<file path="src/design/radio_consts.svh">
/*
 * Shared constants of the radio core
 *   Settings bus, readback, time, sample and GPIO widths
 *   Settings register addresses
 *   Reset defaults of the settings and time registers
 */
`ifndef RADIO_CONSTS_SVH
`define RADIO_CONSTS_SVH

//////////////////////////////////////////////////////////////////////
// Bus and data widths
//////////////////////////////////////////////////////////////////////
`define RADIO_SET_ADDR_W      8
`define RADIO_SET_DATA_W      32
`define RADIO_RB_W            64
`define RADIO_TIME_W          64
// I in the high half, Q in the low half
`define RADIO_SAMPLE_W        32
`define RADIO_FE_GPIO_W       32

//////////////////////////////////////////////////////////////////////
// Settings addresses
//////////////////////////////////////////////////////////////////////
`define RADIO_SR_LOOPBACK     8'd6
// Four words follow: idle, rx only, tx only, full duplex
`define RADIO_SR_ATR          8'd12
`define RADIO_SR_TEST         8'd21
`define RADIO_SR_CODEC_IDLE   8'd22
`define RADIO_SR_READBACK     8'd32
`define RADIO_SR_TIME_HI      8'd128
`define RADIO_SR_TIME_LO      8'd129
// Bit 0 set defers the next time load to a PPS edge
`define RADIO_SR_TIME_CTRL    8'd130

//////////////////////////////////////////////////////////////////////
// Reset defaults
//////////////////////////////////////////////////////////////////////
`define RADIO_RST_TEST_WORD   32'h0000_0000
`define RADIO_RST_IDLE_WORD   32'h0000_0000
`define RADIO_RST_ATR_WORD    32'h0000_0000
`define RADIO_RST_TIME        64'h0000_0000_0000_0000

`endif

</file>
<file path="src/design/radio_pkg.sv">
/*
 * Types of the radio core
 *   atr_state_e  transmit/receive state of the front end
 *   rb_sel_e     readback word select codes
 */
package radio_pkg;

   // Encoded as {tx_run, rx_run}, which also indexes the ATR words
   typedef enum logic [1:0] {
      ATR_IDLE        = 2'd0,
      ATR_RX_ONLY     = 2'd1,
      ATR_TX_ONLY     = 2'd2,
      ATR_FULL_DUPLEX = 2'd3
   } atr_state_e;

   // Codes 6 and 7 are unused and read back as zero
   typedef enum logic [2:0] {
      RB_TEST       = 3'd0,
      RB_TIME       = 3'd1,
      RB_TIME_PPS   = 3'd2,
      RB_FE_SAMPLES = 3'd3,
      RB_FE_GPIO    = 3'd4,
      RB_STATUS     = 3'd5
   } rb_sel_e;

endpackage

</file>
<file path="src/design/gpio_atr.sv">
/*
 * Front-end ATR GPIO
 *   Four programmable output words, state from the run flags,
 *   registered GPIO output and transmit indication
 */
`timescale 1ns/1ps
`include "radio_consts.svh"

module gpio_atr (
   input  logic                          radio_clk,
   input  logic                          radio_rst,
   input  logic                          i_set_stb,
   input  logic [`RADIO_SET_ADDR_W-1:0]  i_set_addr,
   input  logic [`RADIO_SET_DATA_W-1:0]  i_set_data,
   input  logic                          i_rx_run,
   input  logic                          i_tx_run,
   output logic [`RADIO_FE_GPIO_W-1:0]   o_fe_gpio,
   output radio_pkg::atr_state_e         o_atr_state,
   output logic                          o_tx_active
);

   logic [`RADIO_FE_GPIO_W-1:0]   atr_word [4];
   logic [`RADIO_SET_ADDR_W-1:0]  atr_off;
   logic                          wr_atr;

   // Word offset within the four ATR addresses
   assign atr_off = i_set_addr - `RADIO_SR_ATR;
   assign wr_atr  = i_set_stb && (atr_off < 8'd4);

   always_ff @(posedge radio_clk) begin
      if (radio_rst) begin
         for (int i = 0; i < 4; i++) begin
            atr_word[i] <= `RADIO_RST_ATR_WORD;
         end
         o_atr_state <= radio_pkg::ATR_IDLE;
         o_fe_gpio   <= '0;
         o_tx_active <= 1'b0;
      end else begin
         if (wr_atr) begin
            atr_word[atr_off[1:0]] <= i_set_data[`RADIO_FE_GPIO_W-1:0];
         end
         o_atr_state <= radio_pkg::atr_state_e'({i_tx_run, i_rx_run});
         // Output stage follows the state by one cycle
         o_fe_gpio   <= atr_word[o_atr_state];
         o_tx_active <= (o_atr_state == radio_pkg::ATR_TX_ONLY) ||
                        (o_atr_state == radio_pkg::ATR_FULL_DUPLEX);
      end
   end

   // Transmit indication follows the tx run flag through the state stage
   a_tx_only_when_sending : assert property (
      @(posedge radio_clk) disable iff (radio_rst)
      o_tx_active |-> $past(i_tx_run, 2)
   );

endmodule

</file>
<file path="src/design/radio_core.sv">
/*
 * Radio clock control core, top level
 *   Settings registers, timekeeper, front-end ATR GPIO,
 *   codec sample registers and the readback multiplexer
 */
`timescale 1ns/1ps
`include "radio_consts.svh"

module radio_core (
   input  logic                          radio_clk,
   input  logic                          radio_rst,
   input  logic                          i_set_stb,
   input  logic [`RADIO_SET_ADDR_W-1:0]  i_set_addr,
   input  logic [`RADIO_SET_DATA_W-1:0]  i_set_data,
   input  logic [`RADIO_SAMPLE_W-1:0]    i_rx,
   input  logic [`RADIO_SAMPLE_W-1:0]    i_tx_sample,
   input  logic                          i_tx_run,
   input  logic                          i_rx_run,
   input  logic                          i_pps,
   input  logic                          i_time_sync,
   output logic [`RADIO_SAMPLE_W-1:0]    o_tx,
   output logic [`RADIO_SAMPLE_W-1:0]    o_rx_fe,
   output logic [`RADIO_FE_GPIO_W-1:0]   o_fe_gpio,
   output logic [`RADIO_TIME_W-1:0]      o_vita_time,
   output logic [`RADIO_RB_W-1:0]        o_rb_data,
   output logic                          o_tx_is_running
);

   logic                          loopback;
   logic [`RADIO_SET_DATA_W-1:0]  test_word;
   logic [`RADIO_SAMPLE_W-1:0]    tx_idle;
   radio_pkg::rb_sel_e            rb_sel;
   logic [`RADIO_TIME_W-1:0]      vita_time_pps;
   radio_pkg::atr_state_e         atr_state;

   //////////////////////////////////////////////////////////////////////
   // Settings bus consumers
   //////////////////////////////////////////////////////////////////////
   radio_settings u_settings (
      .radio_clk   (radio_clk),
      .radio_rst   (radio_rst),
      .i_set_stb   (i_set_stb),
      .i_set_addr  (i_set_addr),
      .i_set_data  (i_set_data),
      .o_loopback  (loopback),
      .o_test_word (test_word),
      .o_tx_idle   (tx_idle),
      .o_rb_sel    (rb_sel)
   );

   timekeeper u_timekeeper (
      .radio_clk       (radio_clk),
      .radio_rst       (radio_rst),
      .i_set_stb       (i_set_stb),
      .i_set_addr      (i_set_addr),
      .i_set_data      (i_set_data),
      .i_pps           (i_pps),
      .i_time_sync     (i_time_sync),
      .o_vita_time     (o_vita_time),
      .o_vita_time_pps (vita_time_pps)
   );

   gpio_atr u_fe_atr (
      .radio_clk   (radio_clk),
      .radio_rst   (radio_rst),
      .i_set_stb   (i_set_stb),
      .i_set_addr  (i_set_addr),
      .i_set_data  (i_set_data),
      .i_rx_run    (i_rx_run),
      .i_tx_run    (i_tx_run),
      .o_fe_gpio   (o_fe_gpio),
      .o_atr_state (atr_state),
      .o_tx_active (o_tx_is_running)
   );

   //////////////////////////////////////////////////////////////////////
   // Codec side and readback
   //////////////////////////////////////////////////////////////////////
   radio_frontend u_frontend (
      .radio_clk   (radio_clk),
      .radio_rst   (radio_rst),
      .i_tx_run    (i_tx_run),
      .i_tx_sample (i_tx_sample),
      .i_tx_idle   (tx_idle),
      .i_loopback  (loopback),
      .i_rx        (i_rx),
      .o_tx        (o_tx),
      .o_rx_fe     (o_rx_fe)
   );

   readback_mux u_rb_mux (
      .radio_clk       (radio_clk),
      .radio_rst       (radio_rst),
      .i_rb_sel        (rb_sel),
      .i_test_word     (test_word),
      .i_vita_time     (o_vita_time),
      .i_vita_time_pps (vita_time_pps),
      .i_tx            (o_tx),
      .i_rx            (o_rx_fe),
      .i_fe_gpio       (o_fe_gpio),
      .i_tx_run        (i_tx_run),
      .i_rx_run        (i_rx_run),
      .i_atr_state     (atr_state),
      .o_rb_data       (o_rb_data)
   );

endmodule

</file>
<file path="src/design/radio_frontend.sv">
/*
 * Codec side sample registers
 *   TX output with idle word substitution,
 *   RX input with digital loopback from TX
 */
`timescale 1ns/1ps
`include "radio_consts.svh"

module radio_frontend (
   input  logic                        radio_clk,
   input  logic                        radio_rst,
   input  logic                        i_tx_run,
   input  logic [`RADIO_SAMPLE_W-1:0]  i_tx_sample,
   input  logic [`RADIO_SAMPLE_W-1:0]  i_tx_idle,
   input  logic                        i_loopback,
   input  logic [`RADIO_SAMPLE_W-1:0]  i_rx,
   output logic [`RADIO_SAMPLE_W-1:0]  o_tx,
   output logic [`RADIO_SAMPLE_W-1:0]  o_rx_fe
);

   always_ff @(posedge radio_clk) begin
      if (radio_rst) begin
         o_tx    <= '0;
         o_rx_fe <= '0;
      end else begin
         // Codec sees the idle word whenever transmit is stopped
         o_tx    <= i_tx_run ? i_tx_sample : i_tx_idle;
         // Loopback takes the registered TX word
         o_rx_fe <= i_loopback ? o_tx : i_rx;
      end
   end

   a_idle_when_stopped : assert property (
      @(posedge radio_clk) disable iff (radio_rst)
      !i_tx_run |=> (o_tx == $past(i_tx_idle))
   );

endmodule

</file>
<file path="src/design/radio_settings.sv">
/*
 * Radio settings registers
 *   Loopback enable, test word, codec idle word and readback select,
 *   each written through the settings bus
 */
`timescale 1ns/1ps
`include "radio_consts.svh"

module radio_settings (
   input  logic                          radio_clk,
   input  logic                          radio_rst,
   input  logic                          i_set_stb,
   input  logic [`RADIO_SET_ADDR_W-1:0]  i_set_addr,
   input  logic [`RADIO_SET_DATA_W-1:0]  i_set_data,
   output logic                          o_loopback,
   output logic [`RADIO_SET_DATA_W-1:0]  o_test_word,
   output logic [`RADIO_SAMPLE_W-1:0]    o_tx_idle,
   output radio_pkg::rb_sel_e            o_rb_sel
);

   // Address decode of the current strobe
   logic wr_loopback;
   logic wr_test;
   logic wr_idle;
   logic wr_rb_sel;

   assign wr_loopback = i_set_stb && (i_set_addr == `RADIO_SR_LOOPBACK);
   assign wr_test     = i_set_stb && (i_set_addr == `RADIO_SR_TEST);
   assign wr_idle     = i_set_stb && (i_set_addr == `RADIO_SR_CODEC_IDLE);
   assign wr_rb_sel   = i_set_stb && (i_set_addr == `RADIO_SR_READBACK);

   always_ff @(posedge radio_clk) begin
      if (radio_rst) begin
         o_loopback  <= 1'b0;
         o_test_word <= `RADIO_RST_TEST_WORD;
         o_tx_idle   <= `RADIO_RST_IDLE_WORD;
         o_rb_sel    <= radio_pkg::RB_TEST;
      end else begin
         if (wr_loopback) begin
            o_loopback <= i_set_data[0];
         end
         if (wr_test) begin
            o_test_word <= i_set_data;
         end
         if (wr_idle) begin
            o_tx_idle <= i_set_data[`RADIO_SAMPLE_W-1:0];
         end
         // Codes outside the enum are kept and read back as zero later
         if (wr_rb_sel) begin
            o_rb_sel <= radio_pkg::rb_sel_e'(i_set_data[2:0]);
         end
      end
   end

   // Registers only move on a bus write
   a_hold_without_strobe : assert property (
      @(posedge radio_clk) disable iff (radio_rst)
      !i_set_stb |=> ($stable(o_loopback) && $stable(o_test_word) &&
                      $stable(o_tx_idle) && $stable(o_rb_sel))
   );

endmodule

</file>
<file path="src/design/readback_mux.sv">
/*
 * Readback multiplexer
 *   Registered 64-bit selection of test, time, sample,
 *   GPIO and status words
 */
`timescale 1ns/1ps
`include "radio_consts.svh"

module readback_mux (
   input  logic                          radio_clk,
   input  logic                          radio_rst,
   input  radio_pkg::rb_sel_e            i_rb_sel,
   input  logic [`RADIO_SET_DATA_W-1:0]  i_test_word,
   input  logic [`RADIO_TIME_W-1:0]      i_vita_time,
   input  logic [`RADIO_TIME_W-1:0]      i_vita_time_pps,
   input  logic [`RADIO_SAMPLE_W-1:0]    i_tx,
   input  logic [`RADIO_SAMPLE_W-1:0]    i_rx,
   input  logic [`RADIO_FE_GPIO_W-1:0]   i_fe_gpio,
   input  logic                          i_tx_run,
   input  logic                          i_rx_run,
   input  radio_pkg::atr_state_e         i_atr_state,
   output logic [`RADIO_RB_W-1:0]        o_rb_data
);

   logic [`RADIO_RB_W-1:0] rb_next;

   always_comb begin
      case (i_rb_sel)
         radio_pkg::RB_TEST       : rb_next = {{(`RADIO_RB_W-`RADIO_SET_DATA_W){1'b0}}, i_test_word};
         radio_pkg::RB_TIME       : rb_next = i_vita_time;
         radio_pkg::RB_TIME_PPS   : rb_next = i_vita_time_pps;
         radio_pkg::RB_FE_SAMPLES : rb_next = {i_tx, i_rx};
         radio_pkg::RB_FE_GPIO    : rb_next = {{(`RADIO_RB_W-`RADIO_FE_GPIO_W){1'b0}}, i_fe_gpio};
         // State in 3:2, rx run in 1, tx run in 0
         radio_pkg::RB_STATUS     : rb_next = {{(`RADIO_RB_W-4){1'b0}}, i_atr_state,
                                               i_rx_run, i_tx_run};
         default                  : rb_next = '0;
      endcase
   end

   always_ff @(posedge radio_clk) begin
      if (radio_rst) begin
         o_rb_data <= '0;
      end else begin
         o_rb_data <= rb_next;
      end
   end

endmodule

</file>
<file path="src/design/timekeeper.sv">
/*
 * 64-bit timekeeper
 *   Free running cycle counter, PPS edge detect and PPS time latch,
 *   immediate or PPS aligned load through the settings bus
 */
`timescale 1ns/1ps
`include "radio_consts.svh"

module timekeeper (
   input  logic                          radio_clk,
   input  logic                          radio_rst,
   input  logic                          i_set_stb,
   input  logic [`RADIO_SET_ADDR_W-1:0]  i_set_addr,
   input  logic [`RADIO_SET_DATA_W-1:0]  i_set_data,
   input  logic                          i_pps,
   input  logic                          i_time_sync,
   output logic [`RADIO_TIME_W-1:0]      o_vita_time,
   output logic [`RADIO_TIME_W-1:0]      o_vita_time_pps
);

   logic [`RADIO_SET_DATA_W-1:0]  time_hi;
   logic                          load_at_pps;
   logic                          load_pending;
   logic [`RADIO_TIME_W-1:0]      pending_time;
   logic                          pps_in;
   logic                          pps_d;
   logic                          pps_edge;
   logic                          wr_lo;
   logic                          load_now;
   logic                          load_pps;

   // Sync input behaves as a second PPS source
   assign pps_in   = i_pps | i_time_sync;
   assign pps_edge = pps_in & ~pps_d;

   assign wr_lo    = i_set_stb && (i_set_addr == `RADIO_SR_TIME_LO);
   assign load_now = wr_lo && !load_at_pps;
   assign load_pps = pps_edge && load_pending;

   //////////////////////////////////////////////////////////////////////
   // Settings side
   //////////////////////////////////////////////////////////////////////
   always_ff @(posedge radio_clk) begin
      if (radio_rst) begin
         time_hi      <= '0;
         load_at_pps  <= 1'b0;
         load_pending <= 1'b0;
         pps_d        <= 1'b0;
      end else begin
         pps_d <= pps_in;
         if (i_set_stb && (i_set_addr == `RADIO_SR_TIME_HI)) begin
            time_hi <= i_set_data;
         end
         if (i_set_stb && (i_set_addr == `RADIO_SR_TIME_CTRL)) begin
            load_at_pps <= i_set_data[0];
         end
         // A new deferred write wins over a PPS edge in the same cycle
         if (wr_lo && load_at_pps) begin
            load_pending <= 1'b1;
         end else if (pps_edge) begin
            load_pending <= 1'b0;
         end
      end
   end

   // Deferred load value
   always_ff @(posedge radio_clk) begin
      if (wr_lo && load_at_pps) begin
         pending_time <= {time_hi, i_set_data};
      end
   end

   //////////////////////////////////////////////////////////////////////
   // Counter and PPS latch
   //////////////////////////////////////////////////////////////////////
   always_ff @(posedge radio_clk) begin
      if (radio_rst) begin
         o_vita_time     <= `RADIO_RST_TIME;
         o_vita_time_pps <= `RADIO_RST_TIME;
      end else begin
         if (load_now) begin
            o_vita_time <= {time_hi, i_set_data};
         end else if (load_pps) begin
            o_vita_time <= pending_time;
         end else begin
            o_vita_time <= o_vita_time + 1'b1;
         end
         // Latch sees the count from before any load on this edge
         if (pps_edge) begin
            o_vita_time_pps <= o_vita_time;
         end
      end
   end

   a_count_by_one : assert property (
      @(posedge radio_clk) disable iff (radio_rst)
      !(load_now || load_pps) |=> (o_vita_time == $past(o_vita_time) + 1'b1)
   );

endmodule

</file>
<file path="config.mk">
export PLATFORM = sky130hd
export DESIGN_NAME = radio_core
export DESIGN_NICKNAME = d
export VERILOG_FILES = /design/src/design/radio_pkg.sv /design/src/design/gpio_atr.sv /design/src/design/radio_core.sv /design/src/design/radio_frontend.sv /design/src/design/radio_settings.sv /design/src/design/readback_mux.sv /design/src/design/timekeeper.sv
export VERILOG_INCLUDE_DIRS = /design/src /design/src/design
export SDC_FILE = /design/constraint.sdc
export NUM_CORES = 1
export LEC_CHECK = 0
export BUFFER_PORTS_ARGS = -buffer_cell sky130_fd_sc_hd__buf_2
export CELL_PAD_IN_SITES_DETAIL_PLACEMENT = 1
export CELL_PAD_IN_SITES_GLOBAL_PLACEMENT = 2
export CORE_MARGIN = 1.5
export CORE_UTILIZATION = 38
export CTS_BUF_LIST = sky130_fd_sc_hd__clkbuf_4
export DETAILED_ROUTE_END_ITERATION = 8
export PLACE_DENSITY = 0.85
export SLEW_MARGIN = 20
export SYNTH_ARGS = -nofsm -noshare
export SYNTH_HDL_FRONTEND = slang
export SYNTH_SLANG_ARGS = --single-unit
</file>
<file path="constraint.sdc">
create_clock -name radio_clk -period 4.2 [get_ports radio_clk]
set_clock_uncertainty 0.1 [all_clocks]
set_input_delay 0.21 -clock radio_clk [delete_from_list [all_inputs] [get_ports radio_clk]]
set_output_delay 0.21 -clock radio_clk [all_outputs]
set_load 0.02 [all_outputs]
</file>
==> out/metrics.csv, run 1 <==
stage,metric,value,unit
outcome,status,"complete, no violations",
yosys,post_synth_num_cell_types,50,
yosys,syn_nets,2421,
placement,gp_congestion,0.851,
floorplanning,initial_utilization,38.5,%
floorplanning,rows,91,
yosys,ys_seq_area_share,57.3,%
drt,vias,21800,
yosys,async_flop_share,0,%
drt,wire_per_inst,25.0,µm
timing,tightest_slew,1050,ps
worst_setup_path,cp.buffers_inverters,0,
yosys,synth_ff_type,dfxtp_1,
clocking,ctsResizeCount,0,
drt,drtAntennaViolNets,0,
worst_setup_path,slowest_delay,840,ps
drt,viasPerCell,5.47,
clocking,clk_path_buf_depth,3,
worst_setup_path,cp_slowest_cell,nor4_1,
floorplanning,boundaryPins,336,
timing,setup_viol,0,
global_route,grt_max_degree,169,
global_route,track_usage,30.8,%
timing,max_freq,283,MHz
timing,slew_headroom,29.8,%
floorplanning,coreArea,61800,µm²
placement,place_area,26300,µm²
min_path,hold_path_class,in2reg,
yosys,synthCells,2309,
timing,fin_crit_sh,84.3,%
global_route,overflow,0,
worst_setup_path,crit_cells,7,
worst_setup_path,start_kind,flip-flop,
worst_setup_path,cp_data_required_time,4930,ps
drt,dr.pass1.iters,7,
worst_setup_path,cp.arrival,4270,ps
layout,postLayoutCellArea,31800,µm²
worst_setup_path,crit_family,simple AND/OR/NAND/NOR gates,
global_route,grt_pass1_vias,23200,
timing,hold_violations,0,
drt,drc,0,
worst_setup_path,crit_path_cell_trace,"ha_1, nand3_1, nor4_1, nand4_1, nor3_1, xnor2_1, o22ai_1",
worst_setup_path,crit_end,u_timekeeper.o_vita_time[56],
worst_setup_path,cp-startpoint,u_timekeeper.o_vita_time[0],
timing,final.setup.tns,0,ps
power_and_ir_drop,powerDensity,390,nW/µm²
layout,drive_above_1_share,24.0,%
clocking,cts_buffers,160,
yosys,postSynthAreaPerCell,10.3,µm²
worst_setup_path,reg2reg_depth,7,
worst_setup_path,r2r_start,u_timekeeper.o_vita_time[0],
yosys,synth.area.top_cells,"dfxtp_1 33%, edfxtp_1 24%, nand2_1 5.4%",
clocking,cts_sinks,586,
yosys,synth_edf_count,192,
global_route,grt_antenna_before_repair,6,
worst_setup_path,cp_max_fo,11,
clocking,clk_pin_slew,60,ps
global_route,grt_pass1_wl,146,mm
clocking,root_buffer,clkbuf_4,
worst_setup_path,reg2reg_slack,660,ps
worst_setup_path,end_kind,flip-flop,
layout,area_delta_synth_final,33.6,%
min_path,hold_start,i_set_data[16],
yosys,yosysWarnings,0,
yosys,synth_top_area_share,33.1,%
clocking,cts_tree,done,
worst_setup_path,crit_type,reg2reg,
timing,rsz0062_at_grt,false,
floorplanning,die_area,64200,µm²
yosys,synth-seq-cells,586,
yosys,synth_top_cell_by_area,dfxtp_1,
power_and_ir_drop,leakage,13.0,nW
layout,nets,3119,
worst_setup_path,r2r-end,u_timekeeper.o_vita_time[56],
yosys,syn_area,23800,µm²
drt,drt-initial-drc-count,1614,
floorplanning,chipHeight,253,µm
clocking,clk_latency,1030,ps
timing,post-route-min-period,3540,ps
clocking,h-tree-depth,4,
floorplanning,die-width,253,µm
layout,final_core_util,51.5,%
power_and_ir_drop,peakVddDrop,0.000252,V
placement,port_buffers,335,
timing,finalMaxSlewViolations,0,
flow_run,cap_violations,0,
placement,dp_hpwl,60.5,mm
drt,wirelength,99.5,mm
[worst register-to-register path: stages, from the launching register on]
cell	delay, ps
dfxtp_1	480
ha_1	260
nand3_1	360
nor4_1	840
nand4_1	680
nor3_1	390
xnor2_1	170
o22ai_1	100
[how the worst min path moves through the flow]
stage | end | slack (ps) | cells past startpoint
after CTS | u_settings.o_tx_idle[16] | 10 | 4
after global routing | u_timekeeper.o_vita_time[1] | 40 | 4
after detailed placement | u_settings.o_tx_idle[26] | 350 | 2
final | u_settings.o_tx_idle[16] | 110 | 4
after floorplan | u_timekeeper.pending_time[0] | 210 | 0
after global placement | u_timekeeper.pending_time[33] | 340 | 0
[metrics by stage]
step	power [mW]	std cells	hold WS, ps	setup slack (ps)
global placement	6.80	3343	336	867
floorplan	6.46	2309	209	499
detailed placement	6.82	3343	346	678
global route	12.9	3975	38.2	509
CTS	12.5	3970	10.2	680
finish	12.4	3976	112	661
[cells in the mapped netlist (all sizes together), types with 37 or more instances]
cell type and number:
mux4 41, dfxtp 394, nor2 251, edfxtp 192
clkbuf 165, a22oi 41, and3 127, nand2 343
mux2i 123, xnor2 37, o21ai 50, and2 67
a21oi 186
[report_power, final]
part	leakage [nW]	internal (mW)	switching (mW)
clock	1.28	2.88	2.55
sequential	5.07	5.96	0.105
combinational	6.70	0.389	0.514
total	13.0	9.23	3.17
[cell usage in the layout (no fill, tap or decap), types with 41 or more instances in the layout]
cell type	Yosys	final
a21oi_1	186	186
a22oi_1	41	41
and2_1	67	67
and3_1	127	125
buf_2	5	334
buf_4	1	46
clkbuf_4	0	250
dfxtp_1	394	390
dlygate4sd3_1	0	338
edfxtp_1	192	192
mux2i_1	123	123
mux4_2	41	41
nand2_1	343	343
nor2_1	251	250
o21ai_0	50	48
[cell type report]
| cell class | count | area, µm² |
|---|---|---|
| Timing Repair Buffer | 722 | 5480 |
| Inverter | 11 | 41.3 |
| Antenna cell | 5 | 12.5 |
| Fill cell | 6919 | 30000 |
| Multi-Input combinational cell | 1526 | 9480 |
| Clock buffer | 250 | 1880 |
| Sequential cell | 586 | 13700 |
| Clock inverter | 39 | 240 |
| Tap cell | 837 | 1050 |
[per-layer routing]
| layer | share of wire (%) | GRT usage, % | vias up |
|---|---|---|---|
| met4 | 5.0 | 16.7 | 2 |
| met1 | 38 | 35.1 | 11000 |
| met3 | 6.3 | 6.99 | 225 |
| li1 | - | - | 9661 |
| met2 | 50 | 53.5 | 866 |
| met5 | 0.011 | 0 | - |
[sequential cells by signal, indices dropped and copies added, names as in the netlist, 64 cells and up]
| register | cells |
|---|---|
| u_fe_atr.atr_word | 128 |
| u_rb_mux.o_rb_data | 64 |
| u_timekeeper.o_vita_time | 64 |
| u_timekeeper.o_vita_time_pps | 64 |
| u_timekeeper.pending_time | 64 |
[cells by family (layout without fill, tap and decap cells)]
kind of cell	count (synthesis)	in the layout	share of synthesized area (%)
fa+ha+maj	1	1	0.0525
compound gates	357	357	8.88
simple gates	917	917	18.1
buf+inv	197	1022	3.15
xor+xnor	57	57	2.10
other cells	0	5	0
flops	586	586	57.3
mux	194	194	10.5
[what timing repair did]
item,in CTS,in global routing
hold buffers,338,0
hold endpoints to repair,594,0
setup buffers,0,0
Power figures use the tool's default switching activity.
==> inputs of run 2 (changes only) <==
==> constraint.sdc (replaced) <==
create_clock -name radio_clk -period 3.6 [get_ports radio_clk]
set_clock_uncertainty 0.1 [all_clocks]
set_input_delay 0.18 -clock radio_clk [delete_from_list [all_inputs] [get_ports radio_clk]]
set_output_delay 0.18 -clock radio_clk [all_outputs]
set_load 0.02 [all_outputs]
==> run 2 against run 1 <==
Power grew 17%. Global-route usage increased by 0.88 points. Wire length up 3.4%. Flip-flop and latch count unchanged. Critical path type is now in2reg. Critical endpoint is now u_settings.o_tx_idle[4]. Highest routed layer is now met4.
==> out/metrics.csv, run 2 (synthesis gave the netlist of run 1 again) <==
stage,metric,value,unit
outcome,status,"complete, no violations",
worst_setup_path,cp.arrival,4240,ps
drt,drtAntennaViolNets,0,
layout,area_delta_synth_final,34.6,%
drt,drt-met1-wl,38.9,mm
global_route,grt_antenna_before_repair,5,
floorplanning,die-width,253,µm
power_and_ir_drop,peakVddDrop,0.000283,V
worst_setup_path,end_kind,flip-flop,
power_and_ir_drop,powerDensity,454,nW/µm²
layout,regMostFlops,u_fe_atr.atr_word,
drt,drt-initial-drc-count,1799,
layout,largest_register_ffs,128,
worst_setup_path,cp_max_fo,36,
floorplanning,rows,91,
drt,wirelength,103,mm
clocking,cts_buffers,161,
power_and_ir_drop,p_total,14.6,mW
placement,port_buffers,335,
drt,met3_length,7.53,mm
drt,viasPerCell,5.49,
clocking,clk_path_buf_depth,3,
power_and_ir_drop,leakage,13.2,nW
floorplanning,boundaryPins,336,
layout,final_cell_mix,"390 x dfxtp_1, 346 x dlygate4sd3_1, 343 x nand2_1",
timing,max_freq,298,MHz
timing,hold_violations,0,
clocking,h-tree-depth,4,
clocking,cts_sinks,586,
drt,routed.top_layer,met4,
worst_setup_path,reg2reg_slack,530,ps
placement,gp_congestion,0.861,
worst_setup_path,cp_data_required_time,4490,ps
timing,setup_viol,0,
timing,final.setup.tns,0,ps
timing,tightest_slew,1140,ps
drt,dr.pass1.iters,7,
min_path,holdPathStages,4,
clocking,clk_pin_slew,90,ps
min_path,hold_path_class,in2reg,
floorplanning,chipHeight,253,µm
drt,wl_met2,51.1,mm
layout,nFillCells,6886,
drt,wire_per_inst,25.7,µm
drt,drc,0,
global_route,grt_pass1_vias,23400,
layout,nets,3137,
clocking,root_buffer,clkbuf_4,
global_route,grt_max_degree,113,
timing,post-route-min-period,3360,ps
placement,dp_cells,3349,
timing,fin_crit_sh,93.2,%
timing,final.setup.worst_slack,245,ps
global_route,track_usage,31.7,%
timing,slew_headroom,24.2,%
floorplanning,die_area,64200,µm²
clocking,clk_latency,1040,ps
timing,rsz0062_at_grt,false,
worst_setup_path,crit_type,in2reg,
layout,final_common_cell,dfxtp_1,
floorplanning,initial_utilization,38.5,%
layout,drive_above_1_share,24.3,%
floorplanning,coreArea,61800,µm²
flow_run,cap_violations,0,
worst_setup_path,start_kind,input pin,
layout,final_core_util,51.9,%
global_route,grt_pass1_wl,150,mm
timing,finalMaxSlewViolations,0,
drt,vias,21900,
global_route,overflow,0,
clocking,cts_tree,done,
placement,dp_hpwl,62.1,mm
placement,place_ws,327,ps
layout,final_cells,3999,
worst_setup_path,reg2reg_depth,8,
[run 2: cell count changes in the layout (fill, tap and decap cells not counted), moves of 3 or more]
cell           delta
clkinv_2          -4
dlygate4sd3_1     +8
buf_12            +3
buf_4             +3
clkbuf_4          +7
[run 2: final timing paths]
path	start	endpoint
worst max-delay path	i_set_addr[1]	u_settings.o_tx_idle[4]
worst min-delay path	i_set_data[0]	u_timekeeper.o_vita_time[0]
worst max register to register	u_timekeeper.o_vita_time[8]	u_timekeeper.o_vita_time[20]
worst min register to register	u_timekeeper.time_hi[15]	u_timekeeper.pending_time[47]
[run 2: area by class of cell]
| cell class | instances | area [µm²] | area share (%) |
|---|---|---|---|
| antenna | 4 | 10.0 | 0.0312 |
| tap | 837 | 1050 | 3.26 |
| sequential | 586 | 13700 | 42.6 |
| multi-input combinational | 1526 | 9470 | 29.5 |
| timing repair buffer | 739 | 5690 | 17.7 |
| inverter | 11 | 41.3 | 0.129 |
| clock inverter | 39 | 226 | 0.706 |
| clock buffer | 257 | 1930 | 6.01 |
[run 2: through the flow]
step / hold slack [ps] / instance area, µm²
finish: 149 / 32100
global route: 84.6 / 32100
CTS: 21.4 / 32000
detailed placement: 318 / 26400
global placement: 312 / 26400
floorplan: 179 / 23800
[run 2: report_power, final]
part,switching [mW],total (mW),internal (mW)
Combinational,0.593,1.06,0.463
Clock,3.03,6.42,3.39
Sequential,0.140,7.09,6.95
Total,3.77,14.6,10.8
[run 2: critical path, stage by stage]
cell and delay [ps]:
dlygate4sd3_1 530, buf_2 210, nor2b_2 180, dlygate4sd3_1 560, buf_4 380, and3_1 230
buf_4 480, nand2_1 120, dlygate4sd3_1 590, a21oi_1 160, dlygate4sd3_1 580
[run 2: per-layer routing]
metal,track usage (%),vias to the layer above
met5,0,-
met4,17.3,0
met3,8.07,270
met2,54.7,982
met1,35.8,11000
li1,-,9684
[run 2: timing repair]
action | in CTS | in global routing
hold buffers | 348 | 0
endpoints found under the hold margin | 622 | 0
setup endpoints to repair | 0 | 4
setup buffers | 0 | 1
gates resized for setup | 0 | 1
==> inputs of run 3 (changes only) <==
==> constraint.sdc (replaced) <==
create_clock -name radio_clk -period 3.7 [get_ports radio_clk]
set_clock_uncertainty 0.1 [all_clocks]
set_input_delay 0.185 -clock radio_clk [delete_from_list [all_inputs] [get_ports radio_clk]]
set_output_delay 0.185 -clock radio_clk [all_outputs]
set_load 0.02 [all_outputs]
==> run 3 against run 2 <==
Worst hold slack improved by 6.4 ps. First-iteration DRC count is 9.9% lower. Final cell count decreased by 0.73%. Largest cell class unchanged. Count of clock-buffer cells in the layout down 8. Sequential share of layout area is 0.38 points higher. Final area is 0.89% lower.
==> out/metrics.csv, run 3 (synthesis gave the netlist of run 1 again) <==
stage,metric,value,unit
outcome,status,"complete, no violations",
floorplanning,initial_utilization,38.5,%
drt,met3_length,5.82,mm
drt,dr.pass1.iters,7,
clocking,root_buffer,clkbuf_4,
placement,port_buffers,335,
layout,final_cell_mix,"390 x dfxtp_1, 343 x nand2_1, 334 x buf_2",
timing,max_freq,323,MHz
clocking,cts_sinks,586,
power_and_ir_drop,peakVddDrop,0.000275,V
worst_setup_path,slowest_delay,640,ps
worst_setup_path,start_kind,flip-flop,
global_route,track_usage,30.7,%
worst_setup_path,crit_family,simple AND/OR/NAND/NOR gates,
drt,drtAntennaViolNets,0,
worst_setup_path,cp_data_required_time,4530,ps
drt,routed.top_layer,met4,
power_and_ir_drop,leakage,13.0,nW
worst_setup_path,crit_type,reg2reg,
drt,wl_met2,49.7,mm
clocking,ctsHoldBuffers,324,
global_route,grt_antenna_before_repair,3,
global_route,grt_pass1_wl,146,mm
placement,place_ws,827,ps
layout,area_delta_synth_final,33.5,%
timing,fin_crit_sh,83.7,%
drt,viasPerCell,5.45,
worst_setup_path,end_kind,flip-flop,
timing,final.setup.tns,0,ps
global_route,grt_pass1_vias,23200,
worst_setup_path,cp.arrival,3930,ps
layout,largest_register_ffs,128,
worst_setup_path,r2r-end,u_timekeeper.o_vita_time[63],
worst_setup_path,reg2reg_depth,7,
clocking,clk_path_buf_depth,3,
clocking,post_cts_buffers,0,
floorplanning,die_area,64200,µm²
worst_setup_path,crit_path_cell_trace,"nor3b_1, and4_2, dlygate4sd3_1, nor2_1, nand2_1, or4_1, o211ai_1",
worst_setup_path,r2r_start,u_timekeeper.load_at_pps,
layout,drive_above_1_share,24.2,%
timing,rsz0062_at_grt,false,
drt,drc,0,
worst_setup_path,cp_slowest_cell,or4_1,
worst_setup_path,cp.buffers_inverters,1,
clocking,ctsResizeCount,0,
clocking,cts_buffers,160,
power_and_ir_drop,powerDensity,446,nW/µm²
power_and_ir_drop,p_total,14.2,mW
min_path,holdPathEnd,u_settings.o_rb_sel[2],
drt,wirelength,98.9,mm
flow_run,cap_violations,0,
timing,post-route-min-period,3100,ps
timing,hold_violations,0,
worst_setup_path,cp_max_fo,17,
clocking,clk_latency,1040,ps
timing,final.setup.worst_slack,603,ps
drt,drt-met1-wl,38.8,mm
drt,wire_per_inst,24.9,µm
floorplanning,chipHeight,253,µm
drt,vias,21600,
drt,drt-initial-drc-count,1621,
min_path,hold_path_class,in2reg,
timing,finalMaxSlewViolations,0,
timing,tightest_slew,1120,ps
clocking,clk_pin_slew,80,ps
worst_setup_path,reg2reg_slack,600,ps
floorplanning,die-width,253,µm
timing,slew_headroom,25.5,%
min_path,holdPathStages,5,
layout,nets,3109,
min_path,hold_start,i_set_addr[5],
clocking,h-tree-depth,4,
global_route,overflow,0,
layout,final_common_cell,dfxtp_1,
timing,setup_viol,0,
placement,dp_hpwl,61.1,mm
global_route,grt_max_degree,181,
floorplanning,rows,91,
floorplanning,coreArea,61800,µm²
layout,regMostFlops,u_fe_atr.atr_word,
floorplanning,boundaryPins,336,
clocking,cts_tree,done,
placement,gp_congestion,0.865,
[run 3: cell count changes in the layout (fill, tap and decap cells not counted), sizes merged]
| cell | before | now |
|---|---|---|
| inv | 19 | 16 |
| bufinv | 2 | 4 |
| clkbuf | 258 | 249 |
| buf | 392 | 388 |
| diode | 4 | 3 |
| clkinv | 26 | 34 |
| dlygate4sd3 | 346 | 324 |
[run 3: worst reg2reg max path: stages (launching register included)]
cell and delay [ps]:
dfxtp_1 380, nor3b_1 100, and4_2 250, dlygate4sd3_1 590, nor2_1 340, nand2_1 510
or4_1 650, o211ai_1 100
[run 3: cell type report]
| class | instances | area [µm²] |
|---|---|---|
| multi-input combinational | 1526 | 9480 |
| clock inverter | 46 | 310 |
| fill | 6890 | 30000 |
| timing repair buffer | 712 | 5380 |
| antenna | 3 | 7.51 |
| inverter | 11 | 41.3 |
| tap | 837 | 1050 |
| clock buffer | 249 | 1870 |
| sequential | 586 | 13700 |
[run 3: where the power goes]
part	switching (mW)	internal, mW
Combinational	0.573	0.437
Clock	2.93	3.35
Sequential	0.125	6.77
Total	3.63	10.6
[run 3: per-stage QoR]
| step | cells | area [µm²] | hold slack [ps] | utilization (%) |
|---|---|---|---|---|
| floorplan | 2309 | 23800 | 184 | - |
| global placement | 3348 | 26400 | 317 | 42.6 |
| detailed placement | 3348 | 26400 | 325 | 42.6 |
| CTS | 3967 | 31800 | 39.4 | 51.4 |
| global route | 3968 | 31800 | 136 | 51.4 |
| finish | 3970 | 31800 | 155 | 51.4 |
[run 3: routing by layer]
| metal | vias up | global-route usage, % |
|---|---|---|
| met3 | 223 | 6.61 |
| li1 | 9630 | - |
| met4 | 0 | 15.7 |
| met2 | 829 | 53.4 |
| met1 | 10900 | 35.3 |
| met5 | - | 0 |
[run 3: how the worst max path moves through the flow]
stage                            startpoint                           end  slack (ps)  cells after the start
6_report           u_timekeeper.load_at_pps  u_timekeeper.o_vita_time[63]         600                      7
2_1_floorplan                 i_set_addr[5]       u_fe_atr.atr_word[0][0]          20                      3
4_1_cts            u_timekeeper.load_at_pps  u_timekeeper.o_vita_time[63]         650                      7
3_5_place_dp    u_timekeeper.o_vita_time[0]  u_timekeeper.o_vita_time[60]         830                      8
3_3_place_gp   u_timekeeper.o_vita_time[18]  u_timekeeper.o_vita_time[63]         950                      6
5_1_grt            u_timekeeper.load_at_pps  u_timekeeper.o_vita_time[63]         530                      7
